<file path="src/logic/rtWrite_config.svh">
`ifndef RT_WRITE_CONFIG_SVH
`define RT_WRITE_CONFIG_SVH

// Number of DAC channels in one block
// Fixed by the 2-bit host slot address and the 4 amp mask bits
`define RT_NUM_DAC 4

// Clocks per strobe and per gap on the register bus
// Any value of 2 or more works
`define RT_GAP_CYCLES 4

// Power-control bits kept from the host quadlet
// Upper bits such as reboot requests are dropped
`define RT_CTRL_BITS 20

// Width of one DAC setpoint field
`define RT_SETPOINT_BITS 28

// Low nibble of a DAC channel register, channel n at (n+1)*16
`define RT_OFF_DAC_CTRL 4'h0

// Power-control register address
`define RT_ADDR_CTRL 8'h00

`endif

</file>
<file path="src/logic/rtWritePkg.sv">
`include "rtWrite_config.svh"

package rtWritePkg;

   // One host write, addr bit 2 selects the power-control quadlet
   typedef struct packed {
      logic        en;
      logic [3:0]  addr;
      logic [31:0] data;
   } rtHostWrite_t;

   // Local register bus between sequencer and register bank
   typedef struct packed {
      logic        writeEn;
      logic        blockStart;
      logic        regWen;
      logic        blockWen;
      logic [7:0]  regAddr;
      logic [31:0] regWdata;
   } rtRegBus_t;

   // DAC command view of a quadlet
   typedef struct packed {
      logic                         valid;
      logic                         spare;
      logic                         ampMask;
      logic                         ampState;
      logic [`RT_SETPOINT_BITS-1:0] setpoint;
   } rtDacCmd_t;

   // Power-control view, mask in ctrl[11:8] and state in ctrl[3:0]
   typedef struct packed {
      logic [31-`RT_CTRL_BITS:0]   unused;
      logic [`RT_CTRL_BITS-1:0]    ctrl;
   } rtPowerCtrl_t;

   // Same 32 bits, decoded by address
   typedef union packed {
      rtDacCmd_t    dacCmd;
      rtPowerCtrl_t powerCtrl;
   } rtQuadlet_u;

   // Sequencer states
   typedef enum logic [2:0] {
      idle,
      blockStart,
      dacWrite,
      dacGap,
      commitWait,
      ctrlGap,
      ctrlWrite
   } rtSeqState_t;

endpackage

</file>
<file path="src/logic/rtGapTimer.sv">
`include "rtWrite_config.svh"

module rtGapTimer (
   input  logic clk,
   input  logic rstN,
   input  logic restart,
   output logic done
);

   // Just wide enough for RT_GAP_CYCLES-1
   localparam int countBits = $clog2(`RT_GAP_CYCLES);

   logic [countBits-1:0] count;

   // Reload on restart, then count down to zero and hold there
   always_ff @(posedge clk)
   begin
      if (!rstN)
         count <= '0;
      else if (restart)
         count <= countBits'(`RT_GAP_CYCLES - 1);
      else if (count != '0)
         count <= count - 1'b1;
   end

   // Done sits high while idle at zero
   // High again RT_GAP_CYCLES clocks after a restart
   assign done = (count == '0);

   // A gap can never end right after it was started
   gapNotEarly: assert property (@(posedge clk) disable iff (!rstN)
      restart |=> !done)
      else $error("rtGapTimer done rose within a cycle of restart");

endmodule

</file>
<file path="src/logic/rtBlockStore.sv">
`include "rtWrite_config.svh"

module rtBlockStore (
   input  logic                    clk,
   input  logic                    rstN,
   input  rtWritePkg::rtHostWrite_t hostWr,
   input  logic                    busy,
   input  logic [1:0]              slot,
   input  logic                    clearSlot,
   input  logic                    clearCtrl,
   output logic                    trigger,
   output logic                    anyValid,
   output logic                    ctrlNonZero,
   output rtWritePkg::rtQuadlet_u  dacWord,
   output rtWritePkg::rtQuadlet_u  ctrlWord
);
   import rtWritePkg::*;

   rtQuadlet_u hostWord;
   // Spare bit and setpoint per slot
   logic [`RT_SETPOINT_BITS:0] payloadMem [`RT_NUM_DAC];
   logic [`RT_NUM_DAC-1:0]     validBits;
   logic [`RT_NUM_DAC-1:0]     maskBits;
   logic [`RT_NUM_DAC-1:0]     stateBits;
   logic [`RT_CTRL_BITS-1:0]   ctrlReg;
   logic                       accept;
   logic                       ctrlWrite;

   assign hostWord = hostWr.data;

   // Drop writes during a sequence, including the trigger cycle itself
   assign accept = hostWr.en && !busy && !trigger;
   assign ctrlWrite = accept && hostWr.addr[2];

   // DAC payload per slot
   always_ff @(posedge clk)
   begin
      if (accept && !hostWr.addr[2])
         payloadMem[hostWr.addr[1:0]] <= {hostWord.dacCmd.spare, hostWord.dacCmd.setpoint};
   end

   always_ff @(posedge clk)
   begin
      if (!rstN)
      begin
         validBits <= '0;
         maskBits <= '0;
         stateBits <= '0;
         ctrlReg <= '0;
         trigger <= 1'b0;
      end
      else
      begin
         trigger <= ctrlWrite;
         if (accept && !hostWr.addr[2])
         begin
            validBits[hostWr.addr[1:0]] <= hostWord.dacCmd.valid;
            maskBits[hostWr.addr[1:0]] <= hostWord.dacCmd.ampMask;
            stateBits[hostWr.addr[1:0]] <= hostWord.dacCmd.ampState;
         end
         // Slot consumed by the sequencer
         if (clearSlot)
         begin
            validBits[slot] <= 1'b0;
            maskBits[slot] <= 1'b0;
            stateBits[slot] <= 1'b0;
         end
         // Fold amp mask and state from the DAC commands into the control word
         if (ctrlWrite)
            ctrlReg <= {hostWord.powerCtrl.ctrl[19:12], maskBits, 4'b0000, stateBits};
         else if (clearCtrl)
            ctrlReg <= '0;
      end
   end

   assign anyValid = |validBits;
   assign ctrlNonZero = |ctrlReg;

   // Word for the slot being sent
   always_comb
   begin
      dacWord.dacCmd.valid = validBits[slot];
      dacWord.dacCmd.spare = payloadMem[slot][`RT_SETPOINT_BITS];
      dacWord.dacCmd.ampMask = maskBits[slot];
      dacWord.dacCmd.ampState = stateBits[slot];
      dacWord.dacCmd.setpoint = payloadMem[slot][`RT_SETPOINT_BITS-1:0];
   end

   always_comb
   begin
      ctrlWord.powerCtrl.unused = '0;
      ctrlWord.powerCtrl.ctrl = ctrlReg;
   end

endmodule

</file>
<file path="src/logic/rtWriteSequencer.sv">
`include "rtWrite_config.svh"

module rtWriteSequencer (
   input  logic                   clk,
   input  logic                   rstN,
   input  logic                   trigger,
   input  logic                   anyValid,
   input  logic                   ctrlNonZero,
   input  rtWritePkg::rtQuadlet_u dacWord,
   input  rtWritePkg::rtQuadlet_u ctrlWord,
   input  logic                   timerDone,
   output logic                   timerRestart,
   output logic [1:0]             slot,
   output logic                   clearSlot,
   output logic                   clearCtrl,
   output rtWritePkg::rtRegBus_t  regBus,
   output logic                   busy
);
   import rtWritePkg::*;

   rtSeqState_t state;
   rtSeqState_t nextState;
   rtQuadlet_u  dacOut;
   logic        lastSlot;
   logic [3:0]  chanNibble;

   assign lastSlot = (slot == 2'(`RT_NUM_DAC - 1));
   // Channel n lives at (n+1)*16
   assign chanNibble = 4'(slot) + 4'd1;

   // Next state, restart the gap timer on entry to every timed state
   always_comb
   begin
      nextState = state;
      timerRestart = 1'b0;
      case (state)
         idle:
         begin
            if (trigger && anyValid)
            begin
               nextState = blockStart;
               timerRestart = 1'b1;
            end
            else if (trigger)
               // Nothing to send to the DACs, go straight to the control write
               nextState = ctrlWrite;
         end
         blockStart:
         begin
            if (timerDone)
               nextState = dacWrite;
         end
         dacWrite:
         begin
            nextState = dacGap;
            timerRestart = 1'b1;
         end
         dacGap:
         begin
            if (timerDone && lastSlot)
            begin
               nextState = commitWait;
               timerRestart = 1'b1;
            end
            else if (timerDone)
               nextState = dacWrite;
         end
         commitWait:
         begin
            // Last cycle here carries blockWen
            if (timerDone && ctrlNonZero)
            begin
               nextState = ctrlGap;
               timerRestart = 1'b1;
            end
            else if (timerDone)
               nextState = idle;
         end
         ctrlGap:
         begin
            if (timerDone)
               nextState = ctrlWrite;
         end
         ctrlWrite:
            nextState = idle;
         default:
            nextState = idle;
      endcase
   end

   always_ff @(posedge clk)
   begin
      if (!rstN)
      begin
         state <= idle;
         slot <= 2'd0;
      end
      else
      begin
         state <= nextState;
         // Start every block at channel 0
         if (state == idle)
            slot <= 2'd0;
         else if (state == dacGap && timerDone && !lastSlot)
            slot <= slot + 2'd1;
      end
   end

   assign busy = (state != idle);
   assign clearSlot = (state == dacWrite);
   assign clearCtrl = (state == ctrlWrite);

   // DAC data goes out with its valid bit cleared
   always_comb
   begin
      dacOut = dacWord;
      dacOut.dacCmd.valid = 1'b0;
   end

   // Bus strobes decoded from state
   always_comb
   begin
      regBus = '0;
      regBus.writeEn = busy;
      regBus.blockStart = (state == blockStart);
      case (state)
         dacWrite:
         begin
            // Invalid channels get a slot on the bus but no strobe
            regBus.regWen = dacWord.dacCmd.valid;
            regBus.regAddr = {chanNibble, `RT_OFF_DAC_CTRL};
            regBus.regWdata = dacOut;
         end
         commitWait:
            regBus.blockWen = timerDone;
         ctrlWrite:
         begin
            // Quadlet write, regWen and blockWen together
            regBus.regWen = 1'b1;
            regBus.blockWen = 1'b1;
            regBus.regAddr = `RT_ADDR_CTRL;
            regBus.regWdata = ctrlWord;
         end
         default:
            regBus.regAddr = '0;
      endcase
   end

   // Register writes never overlap the block-start window
   noWenInStart: assert property (@(posedge clk) disable iff (!rstN)
      !(regBus.regWen && regBus.blockStart))
      else $error("rtWriteSequencer regWen during blockStart");

   // Commit strobe lasts one clock only
   blockWenPulse: assert property (@(posedge clk) disable iff (!rstN)
      regBus.blockWen |=> !regBus.blockWen)
      else $error("rtWriteSequencer blockWen held longer than one cycle");

endmodule

</file>
<file path="src/logic/dacRegBank.sv">
`include "rtWrite_config.svh"

module dacRegBank (
   input  logic                                         clk,
   input  logic                                         rstN,
   input  rtWritePkg::rtRegBus_t                        regBus,
   output logic [`RT_NUM_DAC-1:0][`RT_SETPOINT_BITS-1:0] setpoint,
   output logic [`RT_CTRL_BITS-1:0]                     powerCtrl,
   output logic [`RT_NUM_DAC-1:0]                       ampEnable
);
   import rtWritePkg::*;

   rtQuadlet_u                   busWord;
   logic [`RT_SETPOINT_BITS-1:0] shadow [`RT_NUM_DAC];
   logic [`RT_NUM_DAC-1:0]       pending;
   logic [3:0]                   chanField;
   logic [1:0]                   chan;
   logic                         dacHit;
   logic                         commitHit;
   logic                         ctrlHit;
   logic [`RT_NUM_DAC-1:0]       ampMask;
   logic [`RT_NUM_DAC-1:0]       ampState;

   assign busWord = regBus.regWdata;
   assign chanField = regBus.regAddr[7:4];
   assign chan = 2'(chanField - 4'd1);

   // Single DAC register write, channel field 1..RT_NUM_DAC
   assign dacHit = regBus.regWen && !regBus.blockWen &&
                   (regBus.regAddr[3:0] == `RT_OFF_DAC_CTRL) &&
                   (chanField != 4'd0) && (chanField <= `RT_NUM_DAC);
   // Block commit
   assign commitHit = regBus.blockWen && !regBus.regWen;
   // Power-control quadlet
   assign ctrlHit = regBus.regWen && regBus.blockWen && (regBus.regAddr == `RT_ADDR_CTRL);

   assign ampMask = busWord.powerCtrl.ctrl[11:8];
   assign ampState = busWord.powerCtrl.ctrl[3:0];

   // Staged setpoints
   always_ff @(posedge clk)
   begin
      if (dacHit)
         shadow[chan] <= busWord.dacCmd.setpoint;
   end

   always_ff @(posedge clk)
   begin
      if (!rstN)
      begin
         setpoint <= '0;
         pending <= '0;
         powerCtrl <= '0;
         ampEnable <= '0;
      end
      else
      begin
         if (dacHit)
            pending[chan] <= 1'b1;
         // Apply all staged channels at once
         if (commitHit)
         begin
            for (int n = 0; n < `RT_NUM_DAC; n++)
            begin
               if (pending[n])
                  setpoint[n] <= shadow[n];
            end
            pending <= '0;
         end
         if (ctrlHit)
         begin
            powerCtrl <= busWord.powerCtrl.ctrl;
            // Only masked axes change
            ampEnable <= (ampEnable & ~ampMask) | (ampState & ampMask);
         end
      end
   end

   // Register strobes only inside a bus write window
   wenNeedsWriteEn: assert property (@(posedge clk) disable iff (!rstN)
      regBus.regWen |-> regBus.writeEn)
      else $error("dacRegBank regWen without writeEn");

endmodule

</file>
<file path="src/logic/rtWriteTop.sv">
`include "rtWrite_config.svh"

module rtWriteTop (
   input  logic                                         clk,
   input  logic                                         rstN,
   input  rtWritePkg::rtHostWrite_t                     hostWr,
   output logic                                         busy,
   output logic [`RT_NUM_DAC-1:0][`RT_SETPOINT_BITS-1:0] setpoint,
   output logic [`RT_CTRL_BITS-1:0]                     powerCtrl,
   output logic [`RT_NUM_DAC-1:0]                       ampEnable
);
   import rtWritePkg::*;

   logic       trigger;
   logic       anyValid;
   logic       ctrlNonZero;
   rtQuadlet_u dacWord;
   rtQuadlet_u ctrlWord;
   logic       timerRestart;
   logic       timerDone;
   logic [1:0] slot;
   logic       clearSlot;
   logic       clearCtrl;
   rtRegBus_t  regBus;

   // Host block storage
   rtBlockStore u_store (
      .clk         (clk),
      .rstN        (rstN),
      .hostWr      (hostWr),
      .busy        (busy),
      .slot        (slot),
      .clearSlot   (clearSlot),
      .clearCtrl   (clearCtrl),
      .trigger     (trigger),
      .anyValid    (anyValid),
      .ctrlNonZero (ctrlNonZero),
      .dacWord     (dacWord),
      .ctrlWord    (ctrlWord)
   );

   // Strobe and gap timing
   rtGapTimer u_timer (
      .clk     (clk),
      .rstN    (rstN),
      .restart (timerRestart),
      .done    (timerDone)
   );

   rtWriteSequencer u_seq (
      .clk          (clk),
      .rstN         (rstN),
      .trigger      (trigger),
      .anyValid     (anyValid),
      .ctrlNonZero  (ctrlNonZero),
      .dacWord      (dacWord),
      .ctrlWord     (ctrlWord),
      .timerDone    (timerDone),
      .timerRestart (timerRestart),
      .slot         (slot),
      .clearSlot    (clearSlot),
      .clearCtrl    (clearCtrl),
      .regBus       (regBus),
      .busy         (busy)
   );

   // Register bus receiver
   dacRegBank u_bank (
      .clk       (clk),
      .rstN      (rstN),
      .regBus    (regBus),
      .setpoint  (setpoint),
      .powerCtrl (powerCtrl),
      .ampEnable (ampEnable)
   );

endmodule

</file>
<file path="config.mk">
export PLATFORM = sky130hd
export DESIGN_NAME = rtWriteTop
export DESIGN_NICKNAME = d
export VERILOG_FILES = /design/src/logic/rtWritePkg.sv /design/src/logic/rtGapTimer.sv /design/src/logic/rtBlockStore.sv /design/src/logic/rtWriteSequencer.sv /design/src/logic/dacRegBank.sv /design/src/logic/rtWriteTop.sv
export VERILOG_INCLUDE_DIRS = /design/src /design/src/logic
export SDC_FILE = /design/constraint.sdc
export NUM_CORES = 1
export LEC_CHECK = 0
export BUFFER_PORTS_ARGS = -buffer_cell sky130_fd_sc_hd__buf_2
export CAP_MARGIN = 20
export CORE_MARGIN = 2
export CORE_UTILIZATION = 56
export CTS_CLUSTER_DIAMETER = 80
export CTS_CLUSTER_SIZE = 40
export DETAILED_ROUTE_END_ITERATION = 12
export PLACE_DENSITY = 0.77
export SKIP_CTS_REPAIR_TIMING = 1
export SYNTH_ARGS = -nofsm -noshare
export SYNTH_HDL_FRONTEND = slang
export SYNTH_SLANG_ARGS = --single-unit
</file>
<file path="constraint.sdc">
create_clock -name clk -period 13.92 [get_ports clk]
set_input_delay 0.696 -clock clk [delete_from_list [all_inputs] [get_ports clk]]
set_output_delay 0.696 -clock clk [all_outputs]
set_load 0.005 [all_outputs]
</file>
After elaboration in Yosys (flattened, before gate mapping). Memory sizes are Yosys's and may differ from the RTL's. A register that Yosys moved wholly into a read port is not among the register bits. Cells that the tools add are included.

Flip-flop bits (word level): 64. Memory bits (writable): 228. Output and inout bits: 137. Word-level logic and storage cells: 137. Memories: 2.

Memory list: u_store.payloadMem (depth 4, bits a word 29, read ports 1, clocked after Yosys merged registers in 1, write ports 1, RTL line rtBlockStore.sv:21) `` logic [`RT_SETPOINT_BITS:0] payloadMem [`RT_NUM_DAC]; ``; u_bank.shadow (depth 4, bits a word 28, read ports 4, clocked after Yosys merged registers in 4, write ports 1, RTL line dacRegBank.sv:14) `` logic [`RT_SETPOINT_BITS-1:0] shadow [`RT_NUM_DAC]; ``.

Add/subtract/negate cells: 4. $lt $le $gt $ge: 7. Equal/unequal tests: 10. Multiplexer cells: 46. Bitwise gates (word level): 10. Reduce and logical (&&, ||, !) cells: 47.

Operator list (count): $pmux W28 S2 (1); $mux W20 (2); $mux W4 (9); $mux W3 (7); $and A4 B4 Y4 (5); $logic_and A1 B1 Y1 (19); $pmux W3 S6 (1); $reduce_or A16 Y1 (1); $bwmux W4 (3); $mux W1 (11); $logic_not A1 Y1 (10); $eq A3 B3 Y1 const B (3); $lt A2 B3 Y1 const B (3); $logic_not A8 Y1 (1); $mux W2 (4); $not A4 Y4 (2); $or A4 B4 Y4 (2); $reduce_and A2 Y1 (4); $mux W7 (1); $demux W1 S2 (3); $eq A3 B2 Y1 const B (2); $ge A2 B1 Y1 const B (3); $reduce_bool A2 Y1 (3); $logic_not A4 Y1 (1); other kinds (20) (23).

Depth between registers and ports, before layout.
Depth after elaboration: 9. Gate-level depth with buffers: 9. Gate-level depth less buffers: 6.

Hierarchy. From an unflattened synthesis, not the netlist that was laid out.

Cells, all modules: 1136. Area, all modules: 14835.5 um^2.

By module, submodules not included: dacRegBank (instances 1, cells each 730, area an instance 8385.5 um^2); rtBlockStore (instances 1, cells each 293, area an instance 5505.3 um^2); rtWriteSequencer (instances 1, cells each 104, area an instance 850.8 um^2); rtGapTimer (instances 1, cells each 9, area an instance 93.8 um^2).

Worst setup path before layout. OpenSTA, ideal clock, no wires.

Path kind: register to register. From: register u_seq.slot[0]. To: memory u_bank.shadow[3][0] (netlist name), enable pin. Arrival: 4.030 ns. Data required time: 13.433 ns. Setup slack: 9.403 ns. Stages on the path, launching flop included: 5. Path through: dfxtp_1 clkbuf_1 inv_1 ha_1 nor4_1.

Elaborated cells between the ends (all ways): 14.

RTL lines: start: declaration (RTL line rtWriteSequencer.sv:13) `output logic [1:0] slot,`; start signal: assignment (RTL line rtWriteSequencer.sv:105) `slot <= slot + 2'd1;`; $add A2 B1 Y3 * (RTL line rtWriteSequencer.sv:29) `assign chanNibble = 4'(slot) + 4'd1;`; named net u_seq.chanNibble[0] (RTL line rtWriteSequencer.sv:25) `logic [3:0] chanNibble;`; $mux W7 * (RTL line rtWriteSequencer.sv:126) `case (state)`; branches (longest 5 deep; another with $le A3 B3 Y1); end: declaration (RTL line dacRegBank.sv:14).

Mark *: on every way through the listed nets, which the timed path passes. The select of a mux whose other input is x is not followed.

Worst setup path in the final report.
From: register u_seq.slot[0]. To: memory u_bank.shadow[1][20] (netlist name), enable pin.

Longest elaborated chain between the ends: 9. Elaborated cells between the ends (all ways): 14.

Ends and longest elaborated chain: branches (longest 9 deep; another with $add A2 B1 Y3).

Several ways; the timed one is not identified. The select of a mux whose other input is x is not followed.

==> impl_metrics.yaml <==
status:
  status: "complete, no violations"
sta:
  finalSetupTns_ns: 0
  hold_slack_ns: 0.3739
  post-route-min-period_ns: 2.914
  rsz0062_at_grt: "false"
  fin_ws_ns: 11.01
  relSlewSlack_pct: 27.68
  clock_skew_ns: 0.05291
  drv_slew: 0
  hold_viol: 0
  tightest_slew_ns: 1.082
  fmax_ghz: 0.3431
  fin_crit_sh_pct: 20.94
  setup_viol: 0
detailed_routing:
  num_vias: 8724
  finalWirelength_um: 30110
  drc_errors: 0
  first_pass_iters: 5
  avgRoutedWirePerCell_um: 19.14
  avgViaCountPerCell: 5.546
  dr.first_iter.drc_count: 894
  drt.antenna.violating_nets: 0
final_layout:
  fill_cells: 1849
  final_cell_area_mm2: 0.01584
  ff_latch_area_mm2: 0.01029
  multi_input_area_mm2: 0.003508
  syn2layout_area_growth_pct: 12.60
  layout-drive-gt1-share_pct: 20.60
  num_antenna_cells: 0
  post-route-util_pct: 63.64
  nets: 1278
clock_network:
  clk_latency_ns: 0.53
  cts_tree: "done"
  clk_pin_slew_ns: 0.14
  numCtsBuffers: 15
  cts_htree_levels: 1
  clockBufferDepth: 3
  clkSinkCount: 402
  root_buffer: "clkbuf_16"
floorplanning:
  dieArea_mm2: 0.02641
  die_w_um: 162.5
  floorplan.initialDensity_pct: 56.52
  die_h_um: 162.5
  rows: 58
  coreArea_mm2: 0.02489
  io_pins: 176
critical_path:
  cp.required_ns: 14.14
  r2r_cells: 6
  arrival_ns: 3.13
  r2r_setup_slack_ns: 11.01
  critPathKind: "reg2reg"
  r2r_end: "u_bank.shadow[1][20]"
  endpoint_kind: "register"
  rr_startpoint: "u_seq.slot[0]"
  worst-path-max-fanout: 21
  startpoint_type: "register"
yosys:
  syn_area_per_cell_um2: 12.98
  synth_cell_types: 46
  yosysWarnings: 0
  synth_cells: 1084
  ys.flop_type: "edfxtp_1"
  synth_edf_count: 224
  syn-cell-area_mm2: 0.01407
  synthArstFlopShare_pct: 0
  synth_nets: 1128
  seq_area_frac_synth_pct: 73.14
  ys_seq_elements: 402
placed_design:
  port_buffers: 173
  dpl_worst_slack_ns: 11.01
  place_congestion: 0.8203
  post_dp_cell_area_mm2: 0.01527
  place_hpwl_um: 19760
hold_path:
  min_path_cells: 1
  hold_path.class: "in2reg"
  holdPathEnd: "u_store.payloadMem[1][27]"
  hp-start: "hostWr[27]"
grt:
  grt_pass1_vias: 8012
  grt_usage_pct: 22.28
  grt_max_degree: 100
  grt-ovfl-total: 0
  grt_pass1_wl_um: 45300
  antenna_found_initial: 2
pwr:
  power.density_mw_per_mm2: 133.2
  ir_drop_mv: 0.1098
  p_leak_nw: 5.798
flow_run:
  drv_cap: 0
-- placed cells by master (no fill, tap or decap), types with 3 or more instances in the layout --
master     netlist  layout
nor2_1          26      24
a31oi_1          4       4
a21oi_1        135     135
and2_1          16      16
nand4_1          4       4
nor4_1           5       4
clkbuf_1        36       4
edfxtp_1       224     224
nand3_1         11      11
dfxtp_1        178     177
nand2_1        309     309
and3_1           5       5
buf_4            0      12
clkbuf_16        0      15
mux2i_1         15      15
mux4_2          28      28
buf_2           18     173
nor2_2           1       3
buf_16           0       3
inv_1           11      10
o21ai_0          3       3
a22o_1          16      16
ha_1             5       5
buf_8            0       3
-- sequential cells by signal, summed over array words and instances (netlist names), named ones only --
| name | cells |
|---|---|
| u_store.maskBits | 4 |
| u_store.payloadMem | 112 |
| u_bank.powerCtrl | 20 |
| u_store.validBits | 4 |
| u_seq.state | 3 |
| u_bank.setpoint | 112 |
| u_seq.slot | 2 |
| u_store.trigger | 1 |
| u_store.ctrlReg | 16 |
| u_bank.shadow | 112 |
| u_timer.count | 2 |
| u_bank.pending | 4 |
| u_store.stateBits | 4 |
-- report_power, final --
group | leakage, nW | internal (W) | switching (W)
clock network | 0.232 | 0.000217 | 0.000355
logic | 2.06 | 0.0000632 | 0.000139
registers | 3.51 | 0.00131 | 0.0000269
total | 5.80 | 0.00159 | 0.000521
-- logic make-up (layout without fill, tap and decap cells) --
kind of cell,after synthesis,after routing,share of synthesized area [%]
flip-flops,402,402,73.14
AND/OR/NAND/NOR,394,394,11.91
AO/OA/AOI/OAI,167,167,6.670
buffers and inverters,70,229,2.081
multiplexers,44,44,5.630
adder cells (fa/ha/maj),5,5,0.4447
XOR/XNOR,2,2,0.1245
-- synth_stat cells, types with 5 or more instances --
cell	number	area [um^2]
nor4_1	5	31.28
mux2i_1	15	150.1
nor2_1	26	97.59
edfxtp_1	224	6726
and3_1	5	31.28
dfxtp_1	178	3563
mux4_2	28	630.6
inv_1	11	41.29
and2_1	16	100.1
nand3_1	11	55.05
a21oi_1	135	675.7
a22o_1	16	140.1
clkbuf_1	36	135.1
buf_2	18	90.09
ha_1	5	62.56
nand2_1	309	1160
-- routing by layer --
layer	part of all wire (%)	vias to the layer above	track usage (%)
met4	2.0	4	4.867
li1	-	4098	-
met5	0.060	-	0
met3	7.5	40	3.056
met1	44	4240	33.60
met2	46	342	35.07
-- worst max-delay path by stage --
stage                     depth (start not counted)          start              endpoint
final                                             6  u_seq.slot[0]  u_bank.shadow[1][20]
after global routing                              6  u_seq.slot[0]  u_bank.shadow[1][23]
after CTS                                         6  u_seq.slot[0]  u_bank.shadow[1][21]
after detailed placement                          6  u_seq.slot[0]  u_bank.shadow[1][24]
after global placement                            6  u_seq.slot[0]  u_bank.shadow[1][24]
after floorplan                                   4  u_seq.slot[0]   u_bank.shadow[3][0]
-- area by class of cell --
type                            count  area share, %
Multi-Input combinational cell    612          22.15
Timing Repair Buffer              192          6.966
Clock buffer                       19          2.464
Clock inverter                      7         0.5766
Sequential cell                   402          64.96
Inverter                           11         0.2764
Tap cell                          330          2.606
-- critical path, stage by stage, from the launching register on --
cell and delay, ns:
dfxtp_1 0.47, ha_1 0.33, or4b_1 0.49, a221oi_2 0.34, nand2_1 0.17, nor2_2 0.38, buf_4 0.40
-- per-stage QoR --
stage	instances	power [W]
floorplan	1084	0.001489
global placement	1540	0.001555
detailed placement	1542	0.001564
CTS	1568	0.002120
global route	1573	0.002179
finish	1573	0.002111
(Power assumes the default switching activity.)
